### src/trap_defines.svh
//////////////////////////////
// Trap unit build parameters
// Widths, interrupt line count and trap queue depth
//////////////////////////////

`ifndef TRAP_DEFINES_SVH
`define TRAP_DEFINES_SVH

// Data and program counter width
`define TRAP_XLEN 32

// Number of machine interrupt lines seen by the trap unit
`define TRAP_NUM_IRQ 16

// Pending trap records held while a handler runs
`define TRAP_QUEUE_DEPTH 2

`endif

### src/trap_cause_pkg.sv
//////////////////////////////
// Trap cause definitions
// Cause codes, mcause layout and the program counter type
//////////////////////////////

`default_nettype none

`include "trap_defines.svh"

package trap_cause_pkg;

  // Program counter as seen at retire and stored in mepc
  typedef logic [`TRAP_XLEN-1:0] addr_t;

  // Exception or interrupt code, as held in the low bits of mcause
  typedef logic [4:0] cause_code_t;

  // Full mcause register value
  typedef logic [`TRAP_XLEN-1:0] mcause_t;

  // Position of the interrupt flag inside mcause
  localparam int unsigned MCAUSE_IRQ_BIT = `TRAP_XLEN - 1;

  //////////////////////////////
  // Synchronous exception codes
  //////////////////////////////
  localparam cause_code_t CAUSE_INSTR_BUS_FAULT = 5'd1;
  localparam cause_code_t CAUSE_ILLEGAL_INSN    = 5'd2;
  localparam cause_code_t CAUSE_BREAKPOINT      = 5'd3;
  localparam cause_code_t CAUSE_ECALL_MMODE     = 5'd11;

endpackage

`default_nettype wire

### src/trap_state_pkg.sv
//////////////////////////////
// Trap unit state definitions
// Handler state machine encoding and interrupt mask type
//////////////////////////////

`default_nettype none

`include "trap_defines.svh"

package trap_state_pkg;

  // One bit per interrupt line, used for pending and enable masks
  typedef logic [`TRAP_NUM_IRQ-1:0] irq_mask_t;

  // The unit is either running normal code or inside a trap handler
  // Nested traps are not supported, so two states are enough
  typedef enum logic {
    RUN     = 1'b0,
    HANDLER = 1'b1
  } handler_state_e;

endpackage

`default_nettype wire

### src/retire_exc_sel.sv
//////////////////////////////
// Retire exception selector
// Reduces the fault flags of a retired instruction to one registered trap record
//////////////////////////////

`default_nettype none

module retire_exc_sel
  import trap_cause_pkg::*;
(
  input  wire logic        clk,
  input  wire logic        rst_ni,
  input  wire logic        retire_valid_i,
  input  wire addr_t       retire_pc_i,
  input  wire logic        retire_bus_err_i,
  input  wire logic        retire_illegal_i,
  input  wire logic        retire_ecall_i,
  input  wire logic        retire_ebreak_i,
  output logic             exc_push_o,
  output addr_t            exc_pc_o,
  output cause_code_t      exc_code_o
);

  logic        any_flag;
  logic        sel_valid;
  cause_code_t sel_code;

  assign any_flag  = retire_bus_err_i | retire_illegal_i | retire_ecall_i | retire_ebreak_i;
  assign sel_valid = retire_valid_i & any_flag;

  // Fixed priority, the fetch side fault wins over any decode result
  always_comb begin
    if (retire_bus_err_i) begin
      sel_code = CAUSE_INSTR_BUS_FAULT;
    end else if (retire_illegal_i) begin
      sel_code = CAUSE_ILLEGAL_INSN;
    end else if (retire_ecall_i) begin
      sel_code = CAUSE_ECALL_MMODE;
    end else begin
      sel_code = CAUSE_BREAKPOINT;
    end
  end

  // Push strobe is the only control state here
  always_ff @(posedge clk or negedge rst_ni) begin
    if (!rst_ni) begin
      exc_push_o <= 1'b0;
    end else begin
      exc_push_o <= sel_valid;
    end
  end

  // Record fields are only meaningful while the push strobe is high
  always_ff @(posedge clk) begin
    if (sel_valid) begin
      exc_pc_o   <= retire_pc_i;
      exc_code_o <= sel_code;
    end
  end

  // A push must always trace back to a flagged retire one cycle earlier
  a_push_needs_flag : assert property (@(posedge clk) disable iff (!rst_ni)
    exc_push_o |-> $past(retire_valid_i && any_flag))
    else $error("retire_exc_sel: push without a flagged retire");

endmodule

`default_nettype wire

### src/trap_queue.sv
//////////////////////////////
// Trap record queue
// In-order circular buffer of pending traps; full level stalls retire
//////////////////////////////

`default_nettype none

`include "trap_defines.svh"

module trap_queue
  import trap_cause_pkg::*;
#(
  parameter int unsigned DEPTH = `TRAP_QUEUE_DEPTH
) (
  input  wire logic        clk,
  input  wire logic        rst_ni,
  input  wire logic        push_i,
  input  wire addr_t       push_pc_i,
  input  wire cause_code_t push_code_i,
  input  wire logic        pop_i,
  output logic             valid_o,
  output addr_t            head_pc_o,
  output cause_code_t      head_code_o,
  output logic             full_o
);

  // A depth of one still needs a one bit pointer
  localparam int unsigned PTR_W = (DEPTH > 1) ? $clog2(DEPTH) : 1;
  localparam int unsigned CNT_W = $clog2(DEPTH + 1);

  typedef logic [PTR_W-1:0] ptr_t;
  typedef logic [CNT_W-1:0] cnt_t;

  addr_t       pc_mem   [DEPTH];
  cause_code_t code_mem [DEPTH];

  ptr_t rd_ptr_q;
  ptr_t wr_ptr_q;
  cnt_t count_q;
  logic push_ok;
  logic pop_ok;

  assign valid_o = (count_q != '0);
  assign full_o  = (count_q == cnt_t'(DEPTH));

  // A pop frees a slot in the same edge, so push and pop may meet when full
  assign pop_ok  = pop_i & valid_o;
  assign push_ok = push_i & (~full_o | pop_ok);

  assign head_pc_o   = pc_mem[rd_ptr_q];
  assign head_code_o = code_mem[rd_ptr_q];

  //////////////////////////////
  // Pointers and occupancy
  //////////////////////////////
  always_ff @(posedge clk or negedge rst_ni) begin
    if (!rst_ni) begin
      rd_ptr_q <= '0;
      wr_ptr_q <= '0;
      count_q  <= '0;
    end else begin
      if (push_ok) begin
        wr_ptr_q <= (wr_ptr_q == ptr_t'(DEPTH - 1)) ? '0 : wr_ptr_q + 1'b1;
      end
      if (pop_ok) begin
        rd_ptr_q <= (rd_ptr_q == ptr_t'(DEPTH - 1)) ? '0 : rd_ptr_q + 1'b1;
      end
      // Net change is zero when both sides fire together
      if (push_ok && !pop_ok) begin
        count_q <= count_q + 1'b1;
      end else if (pop_ok && !push_ok) begin
        count_q <= count_q - 1'b1;
      end
    end
  end

  // Entry storage
  always_ff @(posedge clk) begin
    if (push_ok) begin
      pc_mem[wr_ptr_q]   <= push_pc_i;
      code_mem[wr_ptr_q] <= push_code_i;
    end
  end

  // Retire must have stalled before the last slot was taken
  a_no_overflow : assert property (@(posedge clk) disable iff (!rst_ni)
    push_i && full_o |-> pop_i)
    else $error("trap_queue: push into a full queue was dropped");

  // The CSR unit only pops when it sees a valid head
  a_no_underflow : assert property (@(posedge clk) disable iff (!rst_ni)
    pop_i |-> valid_o)
    else $error("trap_queue: pop from an empty queue");

endmodule

`default_nettype wire

### src/trap_csr_unit.sv
//////////////////////////////
// Machine trap CSR unit
// Holds mepc, mcause, mie, global enable and MPIE
// Runs the RUN / HANDLER state machine for traps and mret
//////////////////////////////

`default_nettype none

`include "trap_defines.svh"

module trap_csr_unit
  import trap_cause_pkg::*;
  import trap_state_pkg::*;
(
  input  wire logic        clk,
  input  wire logic        rst_ni,
  input  wire logic        q_valid_i,
  input  wire addr_t       q_pc_i,
  input  wire cause_code_t q_code_i,
  input  wire irq_mask_t   irq_i,
  input  wire logic        mie_we_i,
  input  wire irq_mask_t   mie_wdata_i,
  input  wire logic        gie_we_i,
  input  wire logic        gie_wdata_i,
  input  wire logic        mret_i,
  input  wire addr_t       resume_pc_i,
  output logic             q_pop_o,
  output logic             trap_taken_o,
  output addr_t            mepc_o,
  output mcause_t          mcause_o,
  output irq_mask_t        mie_o,
  output logic             gie_o,
  output logic             in_handler_o
);

  handler_state_e state_q;
  logic           mpie_q;
  irq_mask_t      irq_en;
  cause_code_t    irq_idx;
  mcause_t        irq_cause;
  logic           exc_take;
  logic           irq_take;

  // Only lines that are both pending and enabled in mie can trap
  assign irq_en = irq_i & mie_o;

  // Scan from the top down so the lowest enabled line is the last one written
  always_comb begin
    irq_idx = '0;
    for (int i = `TRAP_NUM_IRQ - 1; i >= 0; i--) begin
      if (irq_en[i]) begin
        irq_idx = cause_code_t'(i);
      end
    end
  end

  always_comb begin
    irq_cause                 = mcause_t'(irq_idx);
    irq_cause[MCAUSE_IRQ_BIT] = 1'b1;
  end

  // Queued exceptions always go first, interrupts wait for an empty queue
  assign exc_take = (state_q == RUN) & q_valid_i;
  assign irq_take = (state_q == RUN) & ~q_valid_i & gie_o & (|irq_en);

  assign q_pop_o      = exc_take;
  assign in_handler_o = (state_q == HANDLER);

  //////////////////////////////
  // CSR state and handler FSM
  //////////////////////////////
  always_ff @(posedge clk or negedge rst_ni) begin
    if (!rst_ni) begin
      state_q      <= RUN;
      mie_o        <= '0;
      gie_o        <= 1'b0;
      mpie_q       <= 1'b0;
      mepc_o       <= '0;
      mcause_o     <= '0;
      trap_taken_o <= 1'b0;
    end else begin
      trap_taken_o <= exc_take | irq_take;
      if (mie_we_i) begin
        mie_o <= mie_wdata_i;
      end
      // Software writes first, a trap or mret in the same cycle overrides them
      if (gie_we_i) begin
        gie_o <= gie_wdata_i;
      end
      if (exc_take || irq_take) begin
        mepc_o   <= exc_take ? q_pc_i : resume_pc_i;
        mcause_o <= exc_take ? mcause_t'(q_code_i) : irq_cause;
        mpie_q   <= gie_o;
        gie_o    <= 1'b0;
        state_q  <= HANDLER;
      end else if (mret_i && (state_q == HANDLER)) begin
        gie_o   <= mpie_q;
        state_q <= RUN;
      end
    end
  end

  // An interrupt trap must have had its line enabled and the global enable set
  a_irq_was_enabled : assert property (@(posedge clk) disable iff (!rst_ni)
    trap_taken_o && mcause_o[MCAUSE_IRQ_BIT] |->
      $past(gie_o) && (|($past(mie_o) & (irq_mask_t'(1) << mcause_o[4:0]))))
    else $error("trap_csr_unit: interrupt taken while masked");

endmodule

`default_nettype wire

### src/trap_sva.sv
//////////////////////////////
// Trap unit checker
// Compares the first trap of each cause against the retire that caused it
//////////////////////////////

`default_nettype none

module trap_sva
  import trap_cause_pkg::*;
  import trap_state_pkg::*;
(
  input wire logic      clk,
  input wire logic      rst_ni,
  input wire logic      retire_valid_i,
  input wire addr_t     retire_pc_i,
  input wire logic      retire_bus_err_i,
  input wire logic      retire_illegal_i,
  input wire logic      retire_ecall_i,
  input wire logic      retire_ebreak_i,
  input wire logic      retire_stall_i,
  input wire logic      trap_taken_i,
  input wire addr_t     mepc_i,
  input wire mcause_t   mcause_i,
  input wire irq_mask_t mie_i,
  input wire logic      gie_i
);

  // Causes in priority order, index 0 is the strongest
  localparam cause_code_t CAUSE_LIST [4] = '{
    CAUSE_INSTR_BUS_FAULT, CAUSE_ILLEGAL_INSN, CAUSE_ECALL_MMODE, CAUSE_BREAKPOINT
  };

  logic [3:0] sel_hit;
  logic [3:0] exp_found_q;
  logic [3:0] act_found_q;
  addr_t      exp_mepc_q [4];
  addr_t      act_mepc_q [4];

  // Each cause only counts when nothing stronger is flagged with it
  assign sel_hit[0] = retire_valid_i & retire_bus_err_i;
  assign sel_hit[1] = retire_valid_i & ~retire_bus_err_i & retire_illegal_i;
  assign sel_hit[2] = retire_valid_i & ~retire_bus_err_i & ~retire_illegal_i & retire_ecall_i;
  assign sel_hit[3] = retire_valid_i & ~retire_bus_err_i & ~retire_illegal_i &
                      ~retire_ecall_i & retire_ebreak_i;

  //////////////////////////////
  // First occurrence tracking
  //////////////////////////////
  for (genvar g = 0; g < 4; g++) begin : gen_cause
    always_ff @(posedge clk or negedge rst_ni) begin
      if (!rst_ni) begin
        exp_found_q[g] <= 1'b0;
        act_found_q[g] <= 1'b0;
        exp_mepc_q[g]  <= '0;
        act_mepc_q[g]  <= '0;
      end else begin
        if (!exp_found_q[g] && sel_hit[g]) begin
          exp_found_q[g] <= 1'b1;
          exp_mepc_q[g]  <= retire_pc_i;
        end
        // Interrupt traps share code values with exceptions, so skip them
        if (!act_found_q[g] && trap_taken_i && !mcause_i[MCAUSE_IRQ_BIT] &&
            (mcause_i[4:0] == CAUSE_LIST[g])) begin
          act_found_q[g] <= 1'b1;
          act_mepc_q[g]  <= mepc_i;
        end
      end
    end

    a_first_mepc : assert property (@(posedge clk) disable iff (!rst_ni)
      exp_found_q[g] && act_found_q[g] |-> exp_mepc_q[g] == act_mepc_q[g])
      else $error("trap_sva: mepc mismatch for cause %0d", CAUSE_LIST[g]);
  end

  // Retire has to hold back faulting instructions while the queue is full
  a_stall_obeyed : assert property (@(posedge clk) disable iff (!rst_ni)
    retire_stall_i |-> !(|sel_hit))
    else $error("trap_sva: flagged retire during stall");

  a_gie_cleared : assert property (@(posedge clk) disable iff (!rst_ni)
    trap_taken_i |-> !gie_i)
    else $error("trap_sva: global enable still set after trap");

  a_irq_cause_enabled : assert property (@(posedge clk) disable iff (!rst_ni)
    trap_taken_i && mcause_i[MCAUSE_IRQ_BIT] |->
      |(mie_i & (irq_mask_t'(1) << mcause_i[4:0])))
    else $error("trap_sva: interrupt cause not enabled in mie");

endmodule

`default_nettype wire

### src/trap_top.sv
//////////////////////////////
// Machine trap unit top
// Selector, trap queue, CSR unit and checker
//////////////////////////////

`default_nettype none

module trap_top
  import trap_cause_pkg::*;
  import trap_state_pkg::*;
(
  input  wire logic      clk,
  input  wire logic      rst_ni,
  input  wire logic      retire_valid_i,
  input  wire addr_t     retire_pc_i,
  input  wire logic      retire_bus_err_i,
  input  wire logic      retire_illegal_i,
  input  wire logic      retire_ecall_i,
  input  wire logic      retire_ebreak_i,
  output logic           retire_stall_o,
  input  wire irq_mask_t irq_i,
  input  wire logic      mie_we_i,
  input  wire irq_mask_t mie_wdata_i,
  input  wire logic      gie_we_i,
  input  wire logic      gie_wdata_i,
  input  wire logic      mret_i,
  input  wire addr_t     resume_pc_i,
  output logic           trap_taken_o,
  output addr_t          mepc_o,
  output mcause_t        mcause_o,
  output irq_mask_t      mie_o,
  output logic           gie_o,
  output logic           in_handler_o
);

  logic        exc_push;
  addr_t       exc_pc;
  cause_code_t exc_code;
  logic        q_valid;
  addr_t       q_pc;
  cause_code_t q_code;
  logic        q_full;
  logic        q_pop;

  // Queue full doubles as the retire stall level
  assign retire_stall_o = q_full;

  retire_exc_sel u_retire_exc_sel (
    .clk              (clk),
    .rst_ni           (rst_ni),
    .retire_valid_i   (retire_valid_i),
    .retire_pc_i      (retire_pc_i),
    .retire_bus_err_i (retire_bus_err_i),
    .retire_illegal_i (retire_illegal_i),
    .retire_ecall_i   (retire_ecall_i),
    .retire_ebreak_i  (retire_ebreak_i),
    .exc_push_o       (exc_push),
    .exc_pc_o         (exc_pc),
    .exc_code_o       (exc_code)
  );

  trap_queue u_trap_queue (
    .clk         (clk),
    .rst_ni      (rst_ni),
    .push_i      (exc_push),
    .push_pc_i   (exc_pc),
    .push_code_i (exc_code),
    .pop_i       (q_pop),
    .valid_o     (q_valid),
    .head_pc_o   (q_pc),
    .head_code_o (q_code),
    .full_o      (q_full)
  );

  trap_csr_unit u_trap_csr_unit (
    .clk          (clk),
    .rst_ni       (rst_ni),
    .q_valid_i    (q_valid),
    .q_pc_i       (q_pc),
    .q_code_i     (q_code),
    .irq_i        (irq_i),
    .mie_we_i     (mie_we_i),
    .mie_wdata_i  (mie_wdata_i),
    .gie_we_i     (gie_we_i),
    .gie_wdata_i  (gie_wdata_i),
    .mret_i       (mret_i),
    .resume_pc_i  (resume_pc_i),
    .q_pop_o      (q_pop),
    .trap_taken_o (trap_taken_o),
    .mepc_o       (mepc_o),
    .mcause_o     (mcause_o),
    .mie_o        (mie_o),
    .gie_o        (gie_o),
    .in_handler_o (in_handler_o)
  );

  // Checker watches the retire side against the committed CSR state
  trap_sva u_trap_sva (
    .clk              (clk),
    .rst_ni           (rst_ni),
    .retire_valid_i   (retire_valid_i),
    .retire_pc_i      (retire_pc_i),
    .retire_bus_err_i (retire_bus_err_i),
    .retire_illegal_i (retire_illegal_i),
    .retire_ecall_i   (retire_ecall_i),
    .retire_ebreak_i  (retire_ebreak_i),
    .retire_stall_i   (q_full),
    .trap_taken_i     (trap_taken_o),
    .mepc_i           (mepc_o),
    .mcause_i         (mcause_o),
    .mie_i            (mie_o),
    .gie_i            (gie_o)
  );

endmodule

`default_nettype wire

### config.mk
export PLATFORM = sky130hd
export DESIGN_NAME = trap_top
export DESIGN_NICKNAME = d
export VERILOG_FILES = /design/src/trap_cause_pkg.sv /design/src/trap_state_pkg.sv /design/src/retire_exc_sel.sv /design/src/trap_queue.sv /design/src/trap_csr_unit.sv /design/src/trap_sva.sv /design/src/trap_top.sv
export VERILOG_INCLUDE_DIRS = /design/src /design/src/src
export SDC_FILE = /design/constraint.sdc
export NUM_CORES = 1
export LEC_CHECK = 0
export BUFFER_PORTS_ARGS = -buffer_cell sky130_fd_sc_hd__buf_2
export CORE_MARGIN = 2
export CORE_UTILIZATION = 40
export CTS_CLUSTER_SIZE = 25
export DETAILED_ROUTE_END_ITERATION = 6
export GPL_TIMING_DRIVEN = 0
export PLACE_DENSITY = 0.7
export SETUP_SLACK_MARGIN = 0.15
export SKIP_CTS_REPAIR_TIMING = 1
export SLEW_MARGIN = 20
export SYNTH_ARGS = -nofsm -noshare
export SYNTH_HDL_FRONTEND = slang
export SYNTH_SLANG_ARGS = --single-unit
export TNS_END_PERCENT = 50
### constraint.sdc
create_clock -name clk -period 3.65 [get_ports clk]
set_input_delay 0.365 -clock clk [delete_from_list [all_inputs] [get_ports clk]]
set_output_delay 0.365 -clock clk [all_outputs]
set_load 0.005 [all_outputs]
==> qor.txt, run 1 <==
count of flip-flops with a built-in enable after synthesis - 105
Detailed Route Iter0 Violations - 167
sequential area share after synthesis - 70.2%
Final Non-Filler Cells - 896
class of the tightest hold or removal check - in -> reg
Reg-to-Reg Start - u_trap_queue.count_q[0]
FFs w/ async S/R, synth - 37.1%
DRT Wirelength - 14,200 um
total negative slack - 0 ns
number of buffers created by CTS - 17
Synth Instances - 451
Reg2Reg Capture Point - u_trap_queue.count_q[1]
number of global-route vias before repair - 4,500
Worst Setup Path Type - reg -> reg
final setup fails - 0
DP Cell Count - 863
biggest area contributors in the synthesized netlist - sky130_fd_sc_hd__edfxtp_1, sky130_fd_sc_hd__dfrtp_1, sky130_fd_sc_hd__mux2i_1
actual slew at the worst max-slew pin - 0.649 ns
maximum fanout along the worst path - 10
antenna violations before repair - 0
launching element type of the critical path - register
post-synthesis instance area - 0.00670 mm^2
vias per std cell - 4.85
number of distinct standard cells referenced by the synthesized netlist - 40
IO buf count - 162
placement row count - 47
internal power component - 4.17 mW
unrepaired setup endpoints after global routing - false
data arrival time of the critical path - 2.66 ns
primary flip-flop cell chosen by synthesis mapping - sky130_fd_sc_hd__edfxtp_1
Layout Skew - 0.0126 ns
worst-skew pair later-pin latency - 0.42 ns
cell taking the most area after synthesis - sky130_fd_sc_hd__edfxtp_1
largest net degree at the start of global routing - 38
number of design rule violations left after detail routing - 0
count of synthesis-stage warnings from yosys - 0
clock-pin transition on the worst setup and hold timing paths - 0.07 ns
All-Layer GR Usage - 16.3%
largest vdd supply drop - 0.408 mV
core region area - 0.0165 mm^2
routability-driven placement congestion ratio - 0.825
Antenna Cells - 0
synthesis-to-layout area growth - 27.9%
max-slew violations - 0
pwr dens - 717 mW/mm^2
I/O pin total - 191
TritonCTS sink count - 167
total number of H-tree levels - 4
Hold Crit Depth - 1
syn avg cell area - 14.9 um^2
share of Yosys cell area claimed by the top area cell type - 47.1%
die extent in x - 133 um
Worst Reg-to-Reg Cells - 8
fraction of layout cells with a size suffix above 1 - 37.4%
run status - complete, no violations
Fmax - 0.432 GHz
logic gate share of total power - 27.4%
TritonCTS clock tree - built
Clk Tree Root Cell - sky130_fd_sc_hd__clkbuf_16
detailed-placement wirelength estimate - 10,600 um
wire length per cell after detailed routing - 15.8 um
post-route minimum period - 2.31 ns
sum of overflow across all layers after global routing - 0
required time worst endpoint - 3.99 ns
total via count after detailed routing - 4,348
Switching Power - 1.98 mW
synthesized flop and latch total - 167
die area - 0.0178 mm^2
net switching fraction of the power - 32.2%
post-detailed-route count of antenna-violating nets - 0
total iterations of the first detailed-routing run - 4
initial cell density of the core - 40.7%
Vert. Die Dim - 133 um
portion of total power attributed to sequential cells - 44.8%
share of the clock period used by the worst path - 63.4%
max-capacitance violation count - 0
P_leak - 3.68 nW
normalized max-slew margin - 56.7%
Hold Crit Endpoint - u_retire_exc_sel.exc_pc_o[3]
wire length of the first global-routing pass - 22,300 um
Final Net Count - 771
beginning of the worst hold path - retire_pc_i[3]
reg-to-reg slack, setup - 1.34 ns
Clock Power Share - 27.8%
Hold Vio Cnt, Final - 0
largest buffer count on any clock path - 2
CP endpoint kind - register
[layout make-up]
| cell class | count | area [um^2] |
|---|---|---|
| plain buffers | 48 | 305 |
| clock buffers | 17 | 425 |
| clock inverters | 15 | 153 |
| fillers | 1384 | 7900 |
| inverters | 5 | 18.8 |
| multi-input cells | 257 | 1780 |
| flip-flops and latches | 167 | 4700 |
| well taps | 220 | 275 |
| repair buffers | 167 | 911 |
[state kept, by name (all words and copies together) (netlist names), 2 cells and up]
register                     flops
u_retire_exc_sel.exc_code_o      3
u_retire_exc_sel.exc_pc_o       32
u_trap_csr_unit.mcause_o         5
u_trap_csr_unit.mepc_o          32
u_trap_csr_unit.mie_o           16
u_trap_queue.code_mem            6
u_trap_queue.count_q             2
u_trap_queue.pc_mem             64
[how the worst max path moves through the flow]
stage / startpoint / end / slack (ns) / cells past startpoint
final: u_trap_queue.count_q[0] / u_trap_queue.count_q[1] / 1.34 / 8
after global routing: u_trap_queue.count_q[0] / u_trap_queue.count_q[1] / 1.12 / 9
after CTS: u_trap_queue.count_q[0] / u_trap_queue.count_q[1] / 1.32 / 8
after detailed placement: irq_i[7] / u_trap_csr_unit.mepc_o[28] / 1.35 / 8
after global placement: u_trap_queue.count_q[0] / u_trap_queue.pc_mem[0][14] / 0.1 / 5
after floorplan: u_trap_queue.count_q[0] / u_trap_queue.code_mem[0][0] / 0.93 / 5
[worst max-delay path: stages (launching register included)]
cell,delay (ns)
sky130_fd_sc_hd__dfrtp_1,0.36
sky130_fd_sc_hd__clkbuf_1,0.18
sky130_fd_sc_hd__nor2_1,0.23
sky130_fd_sc_hd__nor2_1,0.13
sky130_fd_sc_hd__inv_2,0.18
sky130_fd_sc_hd__clkbuf_1,0.49
sky130_fd_sc_hd__ha_1,0.37
sky130_fd_sc_hd__nor2_1,0.14
sky130_fd_sc_hd__xor2_1,0.16
[synth_stat cells (2+ instances only)]
library cell	count
sky130_fd_sc_hd__buf_1	2
sky130_fd_sc_hd__a211oi_1	35
sky130_fd_sc_hd__xnor2_1	3
sky130_fd_sc_hd__or3_1	2
sky130_fd_sc_hd__o31ai_1	3
sky130_fd_sc_hd__xor2_1	2
sky130_fd_sc_hd__mux2i_1	35
sky130_fd_sc_hd__inv_1	4
sky130_fd_sc_hd__mux2_2	16
sky130_fd_sc_hd__nand2_1	20
sky130_fd_sc_hd__a22o_1	4
sky130_fd_sc_hd__edfxtp_1	105
sky130_fd_sc_hd__clkbuf_1	15
sky130_fd_sc_hd__a31oi_1	5
sky130_fd_sc_hd__a22oi_1	5
sky130_fd_sc_hd__nor2b_1	35
sky130_fd_sc_hd__nor2_1	8
sky130_fd_sc_hd__a21oi_1	38
sky130_fd_sc_hd__dfrtp_1	62
sky130_fd_sc_hd__buf_4	28
sky130_fd_sc_hd__nand3_1	5
[logic make-up after synthesis]
group	count (synthesis)	synth area share, %
xor gates and xnor gates	5	0.654
and+or+nand+nor	74	5.88
AOI/OAI and AO/OA	99	10.2
adders and majority gates	1	0.187
DFF	167	70.2
other	1	0.0560
buffers and inverters	53	4.84
muxes	51	7.92
[through the flow]
step | hold slack, ns | util, % | setup slack (ns) | total power [mW] | cell area [um^2]
5_1_grt | 0.0929 | 52.0 | 1.12 | 6.52 | 8570
3_3_place_gp | 0.425 | 47.9 | 0.0988 | 4.39 | 7880
3_5_place_dp | 0.324 | 48.5 | 1.35 | 4.50 | 7980
4_1_cts | -0.129 | 52.0 | 1.32 | 6.23 | 8560
6_report | 0.111 | 52.0 | 1.34 | 6.15 | 8570
2_1_floorplan | 0.0694 | - | 0.930 | 3.78 | 6800
[layer usage]
layer	vias up	part of all wire, %	track usage, %
met4	0	1.9	6.80
met1	2102	42	19.6
met3	22	5.4	3.65
li1	2065	-	-
met5	-	0	0
met2	159	51	28.4
[placed cells by master, fill, tap and decap left out, types with 2 or more instances in the layout]
cell                         count
sky130_fd_sc_hd__mux2i_1        35
sky130_fd_sc_hd__nand3_1         5
sky130_fd_sc_hd__dfrtp_1        62
sky130_fd_sc_hd__buf_4          29
sky130_fd_sc_hd__xnor2_1         3
sky130_fd_sc_hd__inv_1           4
sky130_fd_sc_hd__or3_1           2
sky130_fd_sc_hd__buf_2         162
sky130_fd_sc_hd__o31ai_1         3
sky130_fd_sc_hd__clkbuf_16      17
sky130_fd_sc_hd__a22oi_1         5
sky130_fd_sc_hd__a22o_1          4
sky130_fd_sc_hd__clkinvlp_4      3
sky130_fd_sc_hd__nand2_1        20
sky130_fd_sc_hd__clkinv_4        2
sky130_fd_sc_hd__a21oi_1        38
sky130_fd_sc_hd__clkbuf_1       15
sky130_fd_sc_hd__clkinv_8        2
sky130_fd_sc_hd__conb_1         27
sky130_fd_sc_hd__mux2_2         16
sky130_fd_sc_hd__buf_1           2
sky130_fd_sc_hd__edfxtp_1      105
sky130_fd_sc_hd__a31oi_1         5
sky130_fd_sc_hd__xor2_1          2
sky130_fd_sc_hd__nor2b_1        35
sky130_fd_sc_hd__inv_6           4
sky130_fd_sc_hd__nor2_1          7
sky130_fd_sc_hd__a211oi_1       35
sky130_fd_sc_hd__buf_12          3
sky130_fd_sc_hd__inv_8           4
[power by group through the flow]
stage               logic, mW  registers [mW]  clock network [mW]
global route             1.88            2.81                1.83
floorplan               0.998            2.78                   0
CTS                      1.72            2.76                1.75
detailed placement       1.71            2.79                   0
global placement         1.61            2.78                   0
finish                   1.69            2.75                1.71
Power figures use the tool's default switching activity.
==> inputs of run 2 (changes only) <==
--- a/config.mk
+++ b/config.mk
@@ -6,6 +6,7 @@
 export SDC_FILE = /design/constraint.sdc
 export NUM_CORES = 1
 export LEC_CHECK = 0
+export ABC_AREA = 1
 export BUFFER_PORTS_ARGS = -buffer_cell sky130_fd_sc_hd__buf_2
 export CORE_MARGIN = 2
 export CORE_UTILIZATION = 40
==> constraint.sdc (replaced) <==
create_clock -name clk -period 2.3 [get_ports clk]
set_input_delay 0.23 -clock clk [delete_from_list [all_inputs] [get_ports clk]]
set_output_delay 0.23 -clock clk [all_outputs]
set_load 0.005 [all_outputs]
==> run 2 against run 1 <==
The flow now finishes with violations (negative hold slack). Worst hold slack got worse by 0.11 ns. Maximum frequency rose by 25%. Design area is 3.8% higher. Critical endpoint unchanged. Largest power group unchanged. Highest routed layer unchanged.
==> qor.txt, run 2 <==
Detailed Route Iter0 Violations - 180
Hold Crit Depth - 2
FFs w/ async S/R, synth - 37.1%
Final Net Count - 896
maximum fanout along the worst path - 8
routability-driven placement congestion ratio - 0.737
total via count after detailed routing - 4,650
Hold Crit Endpoint - u_trap_csr_unit.in_handler_o
wire length per cell after detailed routing - 14.4 um
TritonCTS sink count - 167
primary flip-flop cell chosen by synthesis mapping - sky130_fd_sc_hd__edfxtp_1
initial cell density of the core - 40.7%
setup slack of the critical path after layout - 0.449 ns
Vert. Die Dim - 133 um
required time worst endpoint - 2.60 ns
Fmax - 0.540 GHz
Reg2Reg Capture Point - u_trap_queue.count_q[1]
All-Layer GR Usage - 16.6%
Clk Tree Root Cell - sky130_fd_sc_hd__clkbuf_16
syn avg cell area - 12.3 um^2
count of synthesis-stage warnings from yosys - 0
Layout Skew - 0.0191 ns
Hold Worst Slack - -0.000598 ns
leading cell types in the layout, fill and taps excluded - sky130_fd_sc_hd__buf_2, sky130_fd_sc_hd__nand2_1, sky130_fd_sc_hd__edfxtp_1
core region area - 0.0165 mm^2
final setup fails - 0
register bank with the most flops - u_trap_queue.pc_mem
unrepaired setup endpoints after global routing - false
total iterations of the first detailed-routing run - 4
sequential area share after synthesis - 70.3%
Switching Power - 3.65 mW
number of buffers created by CTS - 17
share of Yosys cell area claimed by the top area cell type - 47.1%
reg-to-reg slack, setup - 0.45 ns
actual slew at the worst max-slew pin - 0.603 ns
P_leak - 3.92 nW
run status - finished, violations left
detailed-placement wirelength estimate - 10,200 um
post-route minimum period - 1.85 ns
CP endpoint kind - register
Commonest cells post-synth - sky130_fd_sc_hd__nand2_1, sky130_fd_sc_hd__edfxtp_1, sky130_fd_sc_hd__dfrtp_1
internal power component - 6.98 mW
post-placement setup slack - 0.446 ns
fraction of layout cells with a size suffix above 1 - 35.7%
max-capacitance violation count - 0
portion of total power attributed to sequential cells - 41.4%
I/O pin total - 191
Synth Instances - 544
violated checks - negative hold slack
largest registers - u_trap_queue.pc_mem x64, u_retire_exc_sel.exc_pc_o x32, u_trap_csr_unit.mepc_o x32
kind of cell adding the most delay to the critical path - compound AO/OA/AOI/OAI gates
synthesized flop and latch total - 167
placed cell areas - 0.00799 mm^2
die extent in x - 133 um
placement row count - 47
normalized max-slew margin - 59.8%
post-detailed-route count of antenna-violating nets - 0
cell-by-cell listing of the critical path - a21oi_4 -> inv_1 -> ha_1 -> a21oi_1 -> o21ai_0 -> xor2_1
peak per-stage delay on the critical path - 0.49 ns
post-synthesis instance area - 0.00670 mm^2
worst-skew pair later-pin latency - 0.43 ns
IO buf count - 162
die area - 0.0178 mm^2
Worst Reg-to-Reg Cells - 6
Worst path slowest cell - sky130_fd_sc_hd__dfrtp_1
pwr dens - 1190 mW/mm^2
launching element type of the critical path - register
synthesis-to-layout area growth - 32.9%
cell area after layout - 0.00890 mm^2
vias per std cell - 4.55
number of distinct standard cells referenced by the synthesized netlist - 36
DRT Wirelength - 14,700 um
Hold Vio Cnt, Final - 1
cell taking the most area after synthesis - sky130_fd_sc_hd__edfxtp_1
class of the tightest hold or removal check - in -> reg
clock-pin transition on the worst setup and hold timing paths - 0.06 ns
most frequent cell after synthesis - sky130_fd_sc_hd__nand2_1
Antenna Cells - 0
largest buffer count on any clock path - 2
count of flip-flops with a built-in enable after synthesis - 105
TritonCTS clock tree - built
wire length of the first global-routing pass - 22,300 um
data arrival time of the critical path - 2.15 ns
Pwr Total - 10.6 mW
total number of H-tree levels - 4
sum of overflow across all layers after global routing - 0
combined buffer and inverter count along the critical path - 1
max FFs per register - 64
antenna violations before repair - 0
beginning of the worst hold path - mret_i
Reg-to-Reg Start - u_trap_csr_unit.in_handler_o
net switching fraction of the power - 34.3%
number of design rule violations left after detail routing - 0
Worst Setup Path Type - reg -> reg
Clock Power Share - 26.0%
number of global-route vias before repair - 4,360
logic gate share of total power - 32.6%
most common cell after layout, fill and taps aside - sky130_fd_sc_hd__buf_2
share of the clock period used by the worst path - 80.5%
max-slew violations - 0
largest vdd supply drop - 0.792 mV
largest net degree at the start of global routing - 34
biggest area contributors in the synthesized netlist - sky130_fd_sc_hd__edfxtp_1, sky130_fd_sc_hd__dfrtp_1, sky130_fd_sc_hd__nand2_1
==> run 2: cell count changes after synthesis, moves of 15 or more <==
cell and delta:
sky130_fd_sc_hd__o21ai_0 +42, sky130_fd_sc_hd__nor2b_1 -35, sky130_fd_sc_hd__mux2i_1 -34, sky130_fd_sc_hd__a21oi_1 -34, sky130_fd_sc_hd__a211oi_1 -35, sky130_fd_sc_hd__nand3_1 +27
sky130_fd_sc_hd__nand2_1 +122, sky130_fd_sc_hd__o21ai_1 +15
==> run 2: worst max path at each step <==
stage / from / endpoint / slack (ns) / cells after the start
4_1_cts: u_trap_csr_unit.in_handler_o / u_trap_queue.count_q[1] / 0.43 / 6
3_3_place_gp: u_trap_queue.count_q[1] / u_trap_queue.pc_mem[0][2] / -1.26 / 5
3_5_place_dp: u_trap_csr_unit.in_handler_o / u_trap_queue.count_q[1] / 0.45 / 6
5_1_grt: u_trap_csr_unit.in_handler_o / u_trap_queue.count_q[1] / 0.31 / 6
2_1_floorplan: u_trap_queue.count_q[1] / u_trap_queue.code_mem[0][0] / -0.32 / 5
6_report: u_trap_csr_unit.in_handler_o / u_trap_queue.count_q[1] / 0.45 / 6
==> run 2: per-layer routing <==
layer  global-route usage (%)  vias up  wire [um]
met5                        0        -          0
met4                     5.67        0        178
met3                     5.90       14        955
met2                     27.1      179       7180
met1                     20.5     2149       6340
li1                         -     2308          -
==> run 2: worst register-to-register path, stage by stage, from the launching register on <==
cell                      delay [ns]
sky130_fd_sc_hd__dfrtp_1        0.49
sky130_fd_sc_hd__a21oi_4        0.37
sky130_fd_sc_hd__inv_1          0.16
sky130_fd_sc_hd__ha_1           0.35
sky130_fd_sc_hd__a21oi_1        0.11
sky130_fd_sc_hd__o21ai_0        0.10
sky130_fd_sc_hd__xor2_1         0.14
==> run 2: stage by stage <==
step	cells	hold slack, ns	setup TNS (ns)	utilization (%)
finish	1021	-0.000598	0	54.0
CTS	988	-0.257	0	52.0
detailed placement	956	0.200	0	48.5
global route	1021	0.00293	0	54.0
global placement	952	0.408	-55.89	47.9
floorplan	570	-0.0656	-11.16	-
==> run 2: power groups by stage <==
stage	sequential [mW]	combinational, mW	clock [mW]
floorplan	4.45	2.10	0
global placement	4.45	3.34	0
detailed placement	4.44	3.49	0
CTS	4.40	3.48	2.82
global route	4.49	3.92	2.94
finish	4.40	3.47	2.77
==> run 2: cells by family (layout without fill, tap and decap cells) <==
kind of cell / after synthesis / count (layout) / share of synthesized area (%)
AND/OR/NAND/NOR: 211 / 211 / 13.5
flip-flops: 167 / 167 / 70.3
AO/OA/AOI/OAI: 79 / 79 / 6.91
buffers and inverters: 65 / 296 / 5.83
multiplexers: 17 / 17 / 2.84
XOR/XNOR: 3 / 3 / 0.392
adder cells (fa/ha/maj): 1 / 1 / 0.187
other: 1 / 27 / 0.0560
==> run 2: final cells by class <==
type / count / area (um^2)
multi-input combinational: 338 / 1720
sequential: 167 / 4700
clock buffer: 18 / 429
inverter: 15 / 56.3
clock inverter: 14 / 153
fill: 1378 / 7570
timing repair buffer: 199 / 1230
tap: 220 / 275
buffer: 50 / 334
